`src/tge_params_pkg.sv`:
```
package tge_params_pkg;

  // Stretch counter width
  // A stretch lasts 2**(LED_WIDTH-1) cycles
  localparam int LED_WIDTH = 8;

  // Activity indicators
  localparam int NUM_LEDS = 3;

  // Positions in the trigger and stretch vectors
  localparam int LED_UP_IDX = 0;
  localparam int LED_RX_IDX = 1;
  localparam int LED_TX_IDX = 2;

  // XAUI status byte
  localparam int XAUI_STATUS_W = 8;

  // Lane sync bits of the status byte
  localparam int LINK_UP_LSB = 2;
  localparam int LINK_UP_MSB = 6;
  localparam int LINK_UP_W   = LINK_UP_MSB - LINK_UP_LSB + 1;

  // Link is up only when every lane reports sync
  localparam logic [LINK_UP_W-1:0] LINK_UP_PATTERN = {LINK_UP_W{1'b1}};

endpackage

```
`src/tge_types_pkg.sv`:
```
package tge_types_pkg;

  // Stretcher countdown
  typedef logic [tge_params_pkg::LED_WIDTH-1:0] stretch_cnt_t;

  // One bit per indicator at the LED_*_IDX positions
  typedef logic [tge_params_pkg::NUM_LEDS-1:0] led_vec_t;

  // Raw status byte from the XAUI core
  typedef logic [tge_params_pkg::XAUI_STATUS_W-1:0] xaui_status_t;

  // MAC event strobes and PHY status in 10 bits
  typedef struct packed {
    logic         rx_good_frame;
    logic         tx_start;
    xaui_status_t xaui_status;
  } mac_events_t;

  // Registered LED outputs
  typedef struct packed {
    logic up;
    logic rx;
    logic tx;
  } led_state_t;

  // Control side of the soft reset handshake
  typedef enum logic [1:0] {
    SWR_IDLE,
    SWR_WAIT_ACK,
    SWR_WAIT_RELEASE
  } swr_state_t;

  // MAC side of the soft reset handshake
  typedef enum logic {
    MACR_IDLE,
    MACR_HELD
  } macr_state_t;

endpackage

```
`src/tge_event_trig.sv`:
```
`timescale 1ns/1ns

module tge_event_trig (
  input  logic                       clk,
  input  logic                       mac_resetRR,
  input  tge_types_pkg::mac_events_t events,
  output tge_types_pkg::led_vec_t    trig
);

  logic link_down;

  // Down whenever any lane has lost sync
  assign link_down =
    events.xaui_status[tge_params_pkg::LINK_UP_MSB:tge_params_pkg::LINK_UP_LSB] !=
    tge_params_pkg::LINK_UP_PATTERN;

  // One trigger register per indicator
  always_ff @(posedge clk) begin
    if (mac_resetRR) begin
      trig <= '0;
    end else begin
      trig[tge_params_pkg::LED_UP_IDX] <= link_down;
      trig[tge_params_pkg::LED_RX_IDX] <= events.rx_good_frame;
      trig[tge_params_pkg::LED_TX_IDX] <= events.tx_start;
    end
  end

endmodule

```
`src/tge_led_stretch.sv`:
```
`timescale 1ns/1ns

module tge_led_stretch (
  input  logic clk,
  input  logic mac_resetRR,
  input  logic trig,
  output logic stretch_msb
);

  tge_types_pkg::stretch_cnt_t cnt;
  logic                        cnt_msb;

  assign cnt_msb = cnt[tge_params_pkg::LED_WIDTH-1];

  // Reload on every trigger, so a burst keeps the LED lit
  // Countdown stops once the top bit clears
  always_ff @(posedge clk) begin
    if (mac_resetRR) begin
      cnt <= '0;
    end else if (trig) begin
      cnt <= '1;
    end else if (cnt_msb) begin
      cnt <= cnt - tge_types_pkg::stretch_cnt_t'(1);
    end
  end

  // Top bit high for half the counter range after a load
  assign stretch_msb = cnt_msb;

endmodule

```
`src/tge_led_drive.sv`:
```
`timescale 1ns/1ns

module tge_led_drive (
  input  logic                      clk,
  input  logic                      mac_resetRR,
  input  tge_types_pkg::led_vec_t   stretch_msb,
  output tge_types_pkg::led_state_t leds
);

  tge_types_pkg::led_state_t leds_next;

  // The up stretcher counts link-down time
  always_comb begin
    leds_next.up = ~stretch_msb[tge_params_pkg::LED_UP_IDX];
    leds_next.rx = stretch_msb[tge_params_pkg::LED_RX_IDX];
    leds_next.tx = stretch_msb[tge_params_pkg::LED_TX_IDX];
  end

  always_ff @(posedge clk) begin
    if (mac_resetRR) begin
      leds <= '0;
    end else begin
      leds <= leds_next;
    end
  end

endmodule

```
`src/tge_soft_reset.sv`:
```
`timescale 1ns/1ns

module tge_soft_reset (
  input  logic clk,
  input  logic mac_resetRR,
  input  logic rst,
  input  logic soft_reset,
  output logic soft_reset_ack,
  output logic app_reset
);

  tge_types_pkg::swr_state_t  swr_state;
  tge_types_pkg::macr_state_t macr_state;

  logic mac_req;
  logic mac_held;
  logic usr_rst;

  // Control side
  // Strobes arriving mid-handshake are dropped
  always_ff @(posedge clk) begin
    if (mac_resetRR) begin
      swr_state <= tge_types_pkg::SWR_IDLE;
    end else begin
      case (swr_state)
        tge_types_pkg::SWR_IDLE: begin
          if (soft_reset) begin
            swr_state <= tge_types_pkg::SWR_WAIT_ACK;
          end
        end
        tge_types_pkg::SWR_WAIT_ACK: begin
          if (mac_held) begin
            swr_state <= tge_types_pkg::SWR_WAIT_RELEASE;
          end
        end
        tge_types_pkg::SWR_WAIT_RELEASE: begin
          if (!mac_held) begin
            swr_state <= tge_types_pkg::SWR_IDLE;
          end
        end
        default: begin
          swr_state <= tge_types_pkg::SWR_IDLE;
        end
      endcase
    end
  end

  assign mac_req        = swr_state == tge_types_pkg::SWR_WAIT_ACK;
  assign soft_reset_ack = mac_req && mac_held;

  // MAC side holds while the request is up
  always_ff @(posedge clk) begin
    if (mac_resetRR) begin
      macr_state <= tge_types_pkg::MACR_IDLE;
    end else begin
      case (macr_state)
        tge_types_pkg::MACR_IDLE: begin
          if (mac_req) begin
            macr_state <= tge_types_pkg::MACR_HELD;
          end
        end
        tge_types_pkg::MACR_HELD: begin
          if (!mac_req) begin
            macr_state <= tge_types_pkg::MACR_IDLE;
          end
        end
        default: begin
          macr_state <= tge_types_pkg::MACR_IDLE;
        end
      endcase
    end
  end

  assign mac_held = macr_state == tge_types_pkg::MACR_HELD;

  // One cycle between request drop and return to idle
  assign usr_rst = mac_held && !mac_req;

  always_ff @(posedge clk) begin
    app_reset <= usr_rst || rst;
  end

endmodule

```
`src/tge_status_top.sv`:
```
`timescale 1ns/1ns

module tge_status_top (
  input  logic                       clk,
  input  logic                       mac_resetRR,
  input  logic                       rst,
  input  tge_types_pkg::mac_events_t events,
  input  logic                       soft_reset,
  output logic                       soft_reset_ack,
  output logic                       app_reset,
  output tge_types_pkg::led_state_t  leds
);

  tge_types_pkg::led_vec_t trig;
  tge_types_pkg::led_vec_t stretch_msb;

  tge_event_trig i_event_trig (
    .clk         (clk),
    .mac_resetRR (mac_resetRR),
    .events      (events),
    .trig        (trig)
  );

  // One stretcher per indicator
  for (genvar i = 0; i < tge_params_pkg::NUM_LEDS; i++) begin : g_led
    tge_led_stretch i_led_stretch (
      .clk         (clk),
      .mac_resetRR (mac_resetRR),
      .trig        (trig[i]),
      .stretch_msb (stretch_msb[i])
    );
  end

  tge_led_drive i_led_drive (
    .clk         (clk),
    .mac_resetRR (mac_resetRR),
    .stretch_msb (stretch_msb),
    .leds        (leds)
  );

  tge_soft_reset i_soft_reset (
    .clk            (clk),
    .mac_resetRR    (mac_resetRR),
    .rst            (rst),
    .soft_reset     (soft_reset),
    .soft_reset_ack (soft_reset_ack),
    .app_reset      (app_reset)
  );

endmodule

```
`config.mk`:
```
export PLATFORM = sky130hd
export DESIGN_NAME = tge_status_top
export DESIGN_NICKNAME = d
export VERILOG_FILES = /design/src/tge_params_pkg.sv /design/src/tge_types_pkg.sv /design/src/tge_event_trig.sv /design/src/tge_led_stretch.sv /design/src/tge_led_drive.sv /design/src/tge_soft_reset.sv /design/src/tge_status_top.sv
export SDC_FILE = /design/constraint.sdc
export NUM_CORES = 1
export LEC_CHECK = 0
export BUFFER_PORTS_ARGS = -buffer_cell sky130_fd_sc_hd__buf_2
export CAP_MARGIN = 15
export CORE_MARGIN = 4
export CORE_UTILIZATION = 35
export DETAILED_ROUTE_END_ITERATION = 16
export PLACE_DENSITY_LB_ADDON = 0.05
export SLEW_MARGIN = 20
export SYNTH_ARGS = -nofsm -noshare
export SYNTH_HDL_FRONTEND = slang
export SYNTH_SLANG_ARGS = --single-unit
```
`constraint.sdc`:
```
create_clock -name clk -period 1.97 [get_ports clk]
set_clock_uncertainty 0.05 [all_clocks]
set_input_delay 0.197 -clock clk [delete_from_list [all_inputs] [get_ports clk]]
set_output_delay 0.197 -clock clk [all_outputs]
set_load 0.01 [all_outputs]
```
==> flow_metrics.env, run 1 <==
export IMPL_grt_pass1_vias=1048
export IMPL_root_buffer="clkbuf_8"
export IMPL_syn_inst=150
export IMPL_drc=0
export IMPL_fin_util=0.411
export IMPL_dp_cells=209
export IMPL_clkSinkCount=34
export IMPL_outcome="completed"
export IMPL_htree_num_levels=2
export IMPL_endpoint="g_led[1].i_led_stretch.cnt[6]"
export IMPL_fmax_mhz=688
export IMPL_grt_setup_unrepaired="no"
export IMPL_num_vias=1099
export IMPL_cts_buffer_depth=2
export IMPL_fin_crit_ns=1.45
export IMPL_hp_class="in2reg"
export IMPL_crit_path_top_delay_cell="dfxtp_1"
export IMPL_path_cells="inv_1, ha_1, nand2_2, and4bb_2, a2111oi_2"
export IMPL_design_area_mm2=0.00164
export IMPL_numPortBuffers=15
export IMPL_seq_area_frac_synth=0.470
export IMPL_setup_slack_ns=0.517
export IMPL_setup_viol=0
export IMPL_clk_pin_slew_worst_paths_ns=0.07
export IMPL_place_gp_congestion=0.697
export IMPL_wl_um=2650
export IMPL_die_x_um=72.3
export IMPL_powerDensity_mw_per_mm2=950
export IMPL_fin_total_pwr_mw=1.56
export IMPL_slew_headroom=0.577
export IMPL_drtIter0Drc=32
export IMPL_cts_buffers=5
export IMPL_cp_start_kind="register"
export IMPL_finalSetupTns_ns=0
export IMPL_drv_cap=0
export IMPL_placed_area_mm2=0.00155
export IMPL_wl_per_cell_um=12.2
export IMPL_clk_latency_ns=0.27
export IMPL_synth_seq_cells=34
export IMPL_report_final_slew_viol_count=0
export IMPL_initial_core_util=0.362
export IMPL_rows=23
export IMPL_synth_distinct_cells=29
export IMPL_vias_per_cell=5.06
export IMPL_grt_use_total=0.113
export IMPL_antenna_found_initial=0
export IMPL_io_pins=19
export IMPL_n_antenna_cell=0
export IMPL_synth_nets=167
export IMPL_critPathKind="reg2reg"
export IMPL_path_max_fanout=5
export IMPL_critical_path_top_delay_family="flip-flops"
export IMPL_dp_hpwl_um=1870
export IMPL_overflow=0
export IMPL_die_area_mm2=0.00523
export IMPL_rrSetupSlack_ns=0.52
export IMPL_final_net_count=183
export IMPL_cts_tree="done"
export IMPL_post_route_period_util=0.738
export IMPL_nFillCells=395
export IMPL_hold_slack_ns=0.0403
export IMPL_end_kind="register"
export IMPL_max_stage_delay_ns=0.39
export IMPL_grt_start_max_net_pins=34
export IMPL_ir_worst_vdd_uv=504
export IMPL_cp_required_ns=2.09
export IMPL_path_buf_inv=1
export IMPL_cts_setup_buffers=0
export IMPL_hp_start="rst"
export IMPL_fin_cells=217
export IMPL_reg2reg_to="g_led[1].i_led_stretch.cnt[6]"
export IMPL_leakage_nw=0.619
export IMPL_tightest_slew_ns=0.635
export IMPL_die_h_um=72.3
export IMPL_ant_nets=0
export IMPL_r2r_cells=5
export IMPL_finalHoldViolations=0
export IMPL_syn_area_mm2=0.00145
export IMPL_r2r_start="g_led[1].i_led_stretch.cnt[0]"
export IMPL_yosysWarnings=0
export IMPL_cp_arrival_ns=1.57
export IMPL_preCtsSetupSlack_ns=0.513
export IMPL_area_growth_pct=13.5
export IMPL_drive_gt1_frac=0.216
export IMPL_core_area_mm2=0.00400
export IMPL_cts_resized=0
export IMPL_synth_avg_cell_area_um2=9.66
export IMPL_crit_cells=5
export IMPL_hold_buffers=0
export IMPL_crit_path_start="g_led[1].i_led_stretch.cnt[0]"
export IMPL_grt_pass1_wl_um=4650
export IMPL_first_pass_iters=4
==> sequential cells by signal, indices dropped and copies added, names as in the netlist <==
| name | flops |
|---|---|
| g_led.i_led_stretch.cnt | 24 |
| i_event_trig.trig | 3 |
| i_led_drive.leds | 3 |
| i_soft_reset.app_reset | 1 |
| i_soft_reset.mac_held | 1 |
| i_soft_reset.swr_state | 2 |
==> power by group <==
group,switching [mW],internal [mW]
clock,0.233,0.282
sequential,0.0768,0.751
combinational,0.109,0.110
==> Yosys cell counts, drive strengths merged <==
library cell	instances	share of area
ha	3	0.026
inv	14	0.036
nor4	3	0.032
nor2	12	0.031
and4bb	2	0.017
a21o	1	0.0052
nor4b	4	0.024
xor2	3	0.018
nand2b	1	0.0043
a2111oi	3	0.031
or4	3	0.016
a311oi	3	0.018
o31ai	3	0.016
xnor2	7	0.042
and3	1	0.0043
nor3	8	0.028
nand2	6	0.021
a31oi	7	0.030
mux2i	1	0.0069
nor2b	4	0.017
clkbuf	3	0.0078
a31o	3	0.018
nand4	3	0.013
dfxtp	34	0.47
buf	3	0.016
o21ai	3	0.010
a21oi	12	0.041
==> cells by family after synthesis <==
family,count (synthesis),share of synthesized area
adders and majority gates,3,0.0259
muxes,1,0.00691
xor gates and xnor gates,10,0.0605
and+or+nand+nor,47,0.207
buffers and inverters,20,0.0596
DFF,34,0.470
AOI/OAI and AO/OA,35,0.170
==> worst min-delay path by stage <==
| stage | endpoint | cells past startpoint |
|---|---|---|
| floorplan | g_led[0].i_led_stretch.cnt[6] | 1 |
| global placement | i_soft_reset.app_reset | 2 |
| detailed placement | i_soft_reset.app_reset | 2 |
| CTS | i_soft_reset.app_reset | 2 |
| global route | i_soft_reset.app_reset | 2 |
| finish | i_soft_reset.app_reset | 2 |
==> layout make-up <==
class | count | area [µm²] | share of cell area
clock buffers | 7 | 86.3 | 0.0525
multi-input cells | 96 | 682 | 0.415
well taps | 50 | 62.6 | 0.0381
repair buffers | 15 | 75.1 | 0.0457
flip-flops and latches | 34 | 681 | 0.414
inverters | 14 | 52.6 | 0.0320
clock inverters | 1 | 5.00 | 0.00304
==> placed cells by master, fill, tap and decap left out, drive strengths merged <==
master   instances
and3             1
a31o             3
nor4             3
nand2            6
nand2b           1
clkbuf           7
o31ai            3
a311oi           3
nand4            3
a21o             1
mux2i            1
a21oi           12
a31oi            7
nor4b            4
o21ai            3
xor2             3
xnor2            7
buf             15
or4              3
dfxtp           34
clkinv           1
inv             14
nor2b            4
ha               3
a2111oi          3
and4bb           2
nor2            12
nor3             8
==> worst register-to-register path, delay by kind of cell, from the launching register on <==
kind                     cells  cell delay, ns
adder cells (fa/ha/maj)      1            0.21
flip-flops                   1            0.39
AO/OA/AOI/OAI                1            0.26
AND/OR/NAND/NOR              2            0.38
buffers and inverters        1            0.06
==> per-layer routing <==
| layer | routed length, µm | track usage |
|---|---|---|
| met1 | 1260 | 0.138 |
| met3 | 83 | 0.0332 |
| met5 | 0 | 0 |
| met4 | 38 | 0.0438 |
| met2 | 1260 | 0.185 |
Note: power is estimated with default switching activity, not from simulation.
==> inputs of run 2 (changes only) <==
==> constraint.sdc (replaced) <==
create_clock -name clk -period 1.3 [get_ports clk]
set_clock_uncertainty 0.05 [all_clocks]
set_input_delay 0.13 -clock clk [delete_from_list [all_inputs] [get_ports clk]]
set_output_delay 0.13 -clock clk [all_outputs]
set_load 0.01 [all_outputs]
==> run 2 against run 1 <==
  * The flow now finishes with violations (negative hold slack)
  * First-iteration DRC count increased by 130%
  * Maximum frequency grew 13%
  * Register-to-register slack got worse by 0.50 ns
  * Worst hold slack got worse by 0.044 ns
==> flow_metrics.env, run 2 (same netlist as run 1, synthesis figures left out) <==
export IMPL_die_x_um=72.3
export IMPL_cts_buffer_depth=2
export IMPL_wl_per_cell_um=12.5
export IMPL_path_max_fanout=4
export IMPL_num_vias=1170
export IMPL_leakage_nw=0.728
export IMPL_place_gp_congestion=0.704
export IMPL_crit_path_top_delay_cell="or4_1"
export IMPL_largest_reg_flops=24
export IMPL_setup_slack_ns=0.0184
export IMPL_antenna_found_initial=0
export IMPL_rrSetupSlack_ns=0.02
export IMPL_violations="negative hold slack"
export IMPL_use_met1=0.139
export IMPL_grt_use_total=0.124
export IMPL_grt_setup_unrepaired="yes"
export IMPL_drtIter0Drc=73
export IMPL_powerDensity_mw_per_mm2=1330
export IMPL_die_h_um=72.3
export IMPL_cp_arrival_ns=1.44
export IMPL_gr_usage_met3=0.0388
export IMPL_whs_endpoint="i_event_trig.trig[0]"
export IMPL_finalSetupTns_ns=0
export IMPL_hold_depth=2
export IMPL_fin_util=0.466
export IMPL_design_area_mm2=0.00186
export IMPL_io_pins=19
export IMPL_grt_start_max_net_pins=34
export IMPL_preCtsSetupSlack_ns=-0.0136
export IMPL_htree_num_levels=2
export IMPL_placed_area_mm2=0.00170
export IMPL_cp_start_kind="register"
export IMPL_clk_pin_slew_worst_paths_ns=0.07
export IMPL_clk_latency_ns=0.28
export IMPL_setup_viol=0
export IMPL_slew_headroom=0.767
export IMPL_hold_slack_ns=-0.00391
export IMPL_regMostFlops="g_led.i_led_stretch.cnt"
export IMPL_finalHoldViolations=1
export IMPL_outcome="finished, violations left"
export IMPL_vias_per_cell=4.98
export IMPL_dp_hpwl_um=2060
export IMPL_top_regs="g_led.i_led_stretch.cnt (24), i_event_trig.trig (3), i_led_drive.leds (3)"
export IMPL_r2r_cells=5
export IMPL_drc=0
export IMPL_core_area_mm2=0.00400
export IMPL_rows=23
export IMPL_tightest_slew_ns=0.345
export IMPL_die_area_mm2=0.00523
export IMPL_post_route_period_util=0.986
export IMPL_cts_tree="done"
export IMPL_drive_gt1_frac=0.341
export IMPL_fmax_mhz=780
export IMPL_wl_um=2930
export IMPL_area_growth_pct=28.7
export IMPL_cp_required_ns=1.46
export IMPL_n_antenna_cell=0
export IMPL_nFillCells=393
export IMPL_report_final_slew_viol_count=0
export IMPL_fin_total_pwr_mw=2.49
export IMPL_critPathKind="reg2reg"
export IMPL_cts_buffers=5
export IMPL_grt_pass1_wl_um=5010
export IMPL_final_cell_mix="28 x dfxtp_1, 16 x buf_4, 15 x buf_2"
export IMPL_initial_core_util=0.362
export IMPL_fin_crit_ns=1.28
export IMPL_busiest_layer="met2"
export IMPL_max_stage_delay_ns=0.40
export IMPL_dp_cells=226
export IMPL_first_pass_iters=4
export IMPL_r2r_start="g_led[2].i_led_stretch.cnt[0]"
export IMPL_numPortBuffers=15
export IMPL_grtUsageMet2=0.210
export IMPL_clkSinkCount=34
export IMPL_final_net_count=203
export IMPL_drv_cap=0
export IMPL_overflow=0
export IMPL_root_buffer="clkbuf_8"
export IMPL_path_cells="inv_1, ha_1, nand2_2, or4_1, a31oi_1"
export IMPL_reg2reg_to="g_led[2].i_led_stretch.cnt[4]"
export IMPL_fin_cells=235
export IMPL_multi_input_area_um2=731
export IMPL_final_common_cell="dfxtp_1"
export IMPL_seq_area_um2=691
export IMPL_ant_nets=0
export IMPL_cts_setup_buffers=0
export IMPL_ir_worst_vdd_uv=581
export IMPL_end_kind="register"
export IMPL_hp_start="events[6]"
export IMPL_grt_pass1_vias=1155
export IMPL_hp_class="in2reg"
## run 2: cell types whose count changed in the layout (fill, tap and decap cells not counted), sizes merged
| cell | before | now |
|---|---|---|
| buf | 15 | 32 |
| dlygate4sd3 | 0 | 3 |
| clkbuf | 7 | 6 |
| clkinv | 1 | 0 |
## run 2: worst max path at each step
stage / from / end / slack, ns
global route: g_led[2].i_led_stretch.cnt[1] / g_led[2].i_led_stretch.cnt[4] / -0.08
CTS: g_led[2].i_led_stretch.cnt[0] / g_led[2].i_led_stretch.cnt[4] / 0.003
global placement: g_led[0].i_led_stretch.cnt[0] / g_led[0].i_led_stretch.cnt[6] / 0.02
detailed placement: g_led[1].i_led_stretch.cnt[1] / g_led[1].i_led_stretch.cnt[6] / -0.01
finish: g_led[2].i_led_stretch.cnt[0] / g_led[2].i_led_stretch.cnt[4] / 0.02
floorplan: g_led[0].i_led_stretch.cnt[0] / g_led[0].i_led_stretch.cnt[6] / -0.008
## run 2: layout make-up
class                      count  share of cell area
clock buffer                   6              0.0443
inverter                      14              0.0282
tap                           50              0.0336
sequential                    34               0.370
multi-input combinational     96               0.392
timing repair buffer          35               0.132
## run 2: power by group
part,switching (mW),leakage [nW],internal (mW)
Combinational,0.223,0.400,0.256
Clock,0.360,0.0431,0.408
Sequential,0.0977,0.284,1.14
Total,0.680,0.728,1.81
## run 2: per-layer routing
layer / share of wire / wire length [µm] / up-vias
met2: 0.51 / 1490 / 14
met1: 0.44 / 1300 / 543
met4: 0.021 / 61 / 0
met3: 0.027 / 78 / 6
li1: - / - / 607
met5: 0 / 0 / -
## run 2: worst max-delay path: cells and delay by family (launching register included)
kind            cells  cell delay [ns]
simple gates        2             0.48
flops               1             0.31
compound gates      1             0.16
fa+ha+maj           1             0.15
buf+inv             1             0.05
## run 2: what timing repair did
| item | CTS | global route |
|---|---|---|
| hold buffers | 4 | 0 |
| endpoints found under the hold margin | 3 | 0 |
| gates resized for setup | 4 | 10 |
| endpoints found under the setup margin | 2 | 7 |
| pin swaps | 3 | 8 |
==> inputs of run 3 (changes only) <==
--- a/config.mk
+++ b/config.mk
@@ -5,6 +5,7 @@
 export SDC_FILE = /design/constraint.sdc
 export NUM_CORES = 1
 export LEC_CHECK = 0
+export ABC_AREA = 1
 export BUFFER_PORTS_ARGS = -buffer_cell sky130_fd_sc_hd__buf_2
 export CAP_MARGIN = 15
 export CORE_MARGIN = 4
@@ -15,3 +16,4 @@
 export SYNTH_ARGS = -nofsm -noshare
 export SYNTH_HDL_FRONTEND = slang
 export SYNTH_SLANG_ARGS = --single-unit
+export TNS_END_PERCENT = 50
==> run 3 against run 2 <==
  * Critical path depth increased by 4
  * Register-to-register slack improved by 0.05 ns
  * The flow now finishes without violations
  * Design area increased by 0.34%
  * Worst hold slack improved by 0.049 ns
==> flow_metrics.env, run 3 <==
export IMPL_outcome="completed"
export IMPL_grt_start_max_net_pins=20
export IMPL_grt_setup_unrepaired="yes"
export IMPL_wl_per_cell_um=10.4
export IMPL_cp_common_cell="inv_1"
export IMPL_end_kind="register"
export IMPL_overflow=0
export IMPL_vias_per_cell=4.73
export IMPL_regMostFlops="g_led.i_led_stretch.cnt"
export IMPL_cts_buffers=5
export IMPL_num_vias=1352
export IMPL_ant_nets=0
export IMPL_rows=23
export IMPL_crit_path_top_delay_cell="dfxtp_1"
export IMPL_core_area_mm2=0.00409
export IMPL_top_regs="g_led.i_led_stretch.cnt (24), i_event_trig.trig (3), i_led_drive.leds (3)"
export IMPL_hp_class="in2reg"
export IMPL_synth_flop_cell="dfxtp_1"
export IMPL_ir_worst_vdd_uv=530
export IMPL_synth_seq_cells=34
export IMPL_cp_arrival_ns=1.37
export IMPL_final_common_cell="inv_1"
export IMPL_drtIter0Drc=43
export IMPL_drive_gt1_frac=0.233
export IMPL_path_cells="inv_1, ha_1, nand2_2, nor2_4, inv_2, o21ai_2, nand3_1, nand2_1, inv_1"
export IMPL_place_gp_congestion=0.860
export IMPL_preCtsSetupSlack_ns=0.0694
export IMPL_path_max_fanout=3
export IMPL_synth_avg_cell_area_um2=7.36
export IMPL_final_cell_mix="33 x inv_1, 32 x nand2_1, 29 x dfxtp_1"
export IMPL_post_route_period_util=0.945
export IMPL_drc=0
export IMPL_powerDensity_mw_per_mm2=1310
export IMPL_antenna_found_initial=0
export IMPL_synth_edf_count=0
export IMPL_synth_distinct_cells=27
export IMPL_grt_pass1_wl_um=5180
export IMPL_hold_slack_ns=0.0451
export IMPL_hold_depth=3
export IMPL_n_antenna_cell=0
export IMPL_tightest_slew_ns=0.270
export IMPL_io_pins=19
export IMPL_setup_slack_ns=0.0710
export IMPL_clkPwrFrac=0.333
export IMPL_synth_common_cells="37 x inv_1, 34 x dfxtp_1, 34 x nand2_1"
export IMPL_slew_headroom=0.820
export IMPL_cts_tree="done"
export IMPL_r2r_cells=9
export IMPL_fin_crit_ns=1.23
export IMPL_yosysWarnings=0
export IMPL_finalSetupTns_ns=0
export IMPL_clkSinkCount=34
export IMPL_syn_area_mm2=0.00150
export IMPL_dp_hpwl_um=2060
export IMPL_max_stage_delay_ns=0.31
export IMPL_yosys_area_top_type="dfxtp_1"
export IMPL_fmax_mhz=814
export IMPL_die_area_mm2=0.00540
export IMPL_synth_async_reset_ratio=0
export IMPL_die_h_um=73.5
export IMPL_clk_pin_slew_worst_paths_ns=0.07
export IMPL_htree_num_levels=2
export IMPL_seq_area_frac_synth=0.453
export IMPL_synth_nets=221
export IMPL_clk_latency_ns=0.29
export IMPL_numPortBuffers=15
export IMPL_largest_reg_flops=24
export IMPL_finalHoldViolations=0
export IMPL_grt_use_total=0.124
export IMPL_yosysMostFrequentCell="inv_1"
export IMPL_syn_inst=204
export IMPL_root_buffer="clkbuf_8"
export IMPL_grt_pass1_vias=1262
export IMPL_setup_viol=0
export IMPL_cts_buffer_depth=2
export IMPL_drv_cap=0
export IMPL_internal_power_mw=1.74
export IMPL_final_net_count=252
export IMPL_switching_share=0.286
export IMPL_p_seq_frac=0.497
export IMPL_fin_util=0.458
export IMPL_leakage_nw=0.911
export IMPL_cp_start_kind="register"
export IMPL_wl_um=2970
export IMPL_area_growth_pct=24.6
export IMPL_critPathKind="reg2reg"
export IMPL_cp_required_ns=1.44
export IMPL_netlist_top_cells_area="dfxtp_1 45%, inv_1 9.2%, nand2_1 8.5%"
export IMPL_p_comb_frac=0.170
export IMPL_report_final_slew_viol_count=0
export IMPL_initial_core_util=0.367
export IMPL_first_pass_iters=4
export IMPL_fin_total_pwr_mw=2.44
export IMPL_netlist_area_leader_share=0.453
export IMPL_die_x_um=73.5
export IMPL_net_switching_power_uw=699
==> run 3: changes by cell type after synthesis, sizes merged, moves of 4 or more <==
cell / previous run / this run
inv: 14 / 39
nand2: 6 / 37
nand3: 0 / 8
nor2: 12 / 30
nor2b: 4 / 0
nor3: 8 / 2
nor4b: 4 / 0
o21ai: 3 / 19
xnor2: 7 / 0
==> run 3: layout make-up <==
type | instances | area, µm²
Multi-Input combinational cell | 127 | 697
Sequential cell | 34 | 687
Inverter | 40 | 151
Timing Repair Buffer | 27 | 178
Tap cell | 50 | 62.6
Clock buffer | 6 | 82.6
Clock inverter | 2 | 12.5
Fill cell | 443 | 2220
==> run 3: path summary, 6_finish.rpt <==
| check | startpoint | endpoint | slack (ns) |
|---|---|---|---|
| max | g_led[1].i_led_stretch.cnt[0] | g_led[1].i_led_stretch.cnt[4] | 0.07 |
| min | soft_reset | i_soft_reset.swr_state[0] | 0.05 |
| min reg2reg | i_soft_reset.swr_state[0] | i_soft_reset.swr_state[0] | 0.39 |
| max reg2reg | g_led[1].i_led_stretch.cnt[0] | g_led[1].i_led_stretch.cnt[4] | 0.07 |
==> run 3: per-layer routing <==
layer  up-vias  part of all wire  track usage
met2        23              0.44        0.197
met3         6             0.049       0.0397
met5         -                 0            0
met4         0             0.020       0.0543
li1        711                 -            -
met1       612              0.49        0.153
==> run 3: logic make-up (layout without fill, tap and decap cells) <==
| family | after synthesis | count (layout) | share of synthesized area |
|---|---|---|---|
| AND/OR/NAND/NOR | 85 | 85 | 0.262 |
| AO/OA/AOI/OAI | 39 | 39 | 0.148 |
| adder cells (fa/ha/maj) | 3 | 3 | 0.0250 |
| buffers and inverters | 43 | 75 | 0.111 |
| flip-flops | 34 | 34 | 0.453 |
==> run 3: power groups by stage <==
| stage | logic [mW] | registers, mW | clock network (mW) |
|---|---|---|---|
| floorplan | 0.273 | 1.22 | 0 |
| global placement | 0.358 | 1.23 | 0 |
| detailed placement | 0.369 | 1.23 | 0 |
| CTS | 0.382 | 1.21 | 0.851 |
| global route | 0.479 | 1.23 | 0.893 |
| finish | 0.415 | 1.21 | 0.814 |
==> run 3: timing repair <==
action / in CTS / in global routing
endpoints found under the hold margin: 5 / 0
hold buffers: 5 / 0
endpoints found under the setup margin: 0 / 8
buffers inserted: 0 / 2
gates resized for setup: 0 / 19
==> run 3: per-stage QoR <==
stage	area, µm²	cells
after floorplan	1500	204
after global placement	1660	271
after detailed placement	1660	271
after CTS	1810	284
after global routing	1870	286
final	1870	286
==> run 3: worst max-delay path, delay by kind of cell (launching register included) <==
kind,cells,cell delay (ns)
buffers and inverters,3,0.16
AO/OA/AOI/OAI,1,0.10
flip-flops,1,0.31
AND/OR/NAND/NOR,4,0.34
adder cells (fa/ha/maj),1,0.16
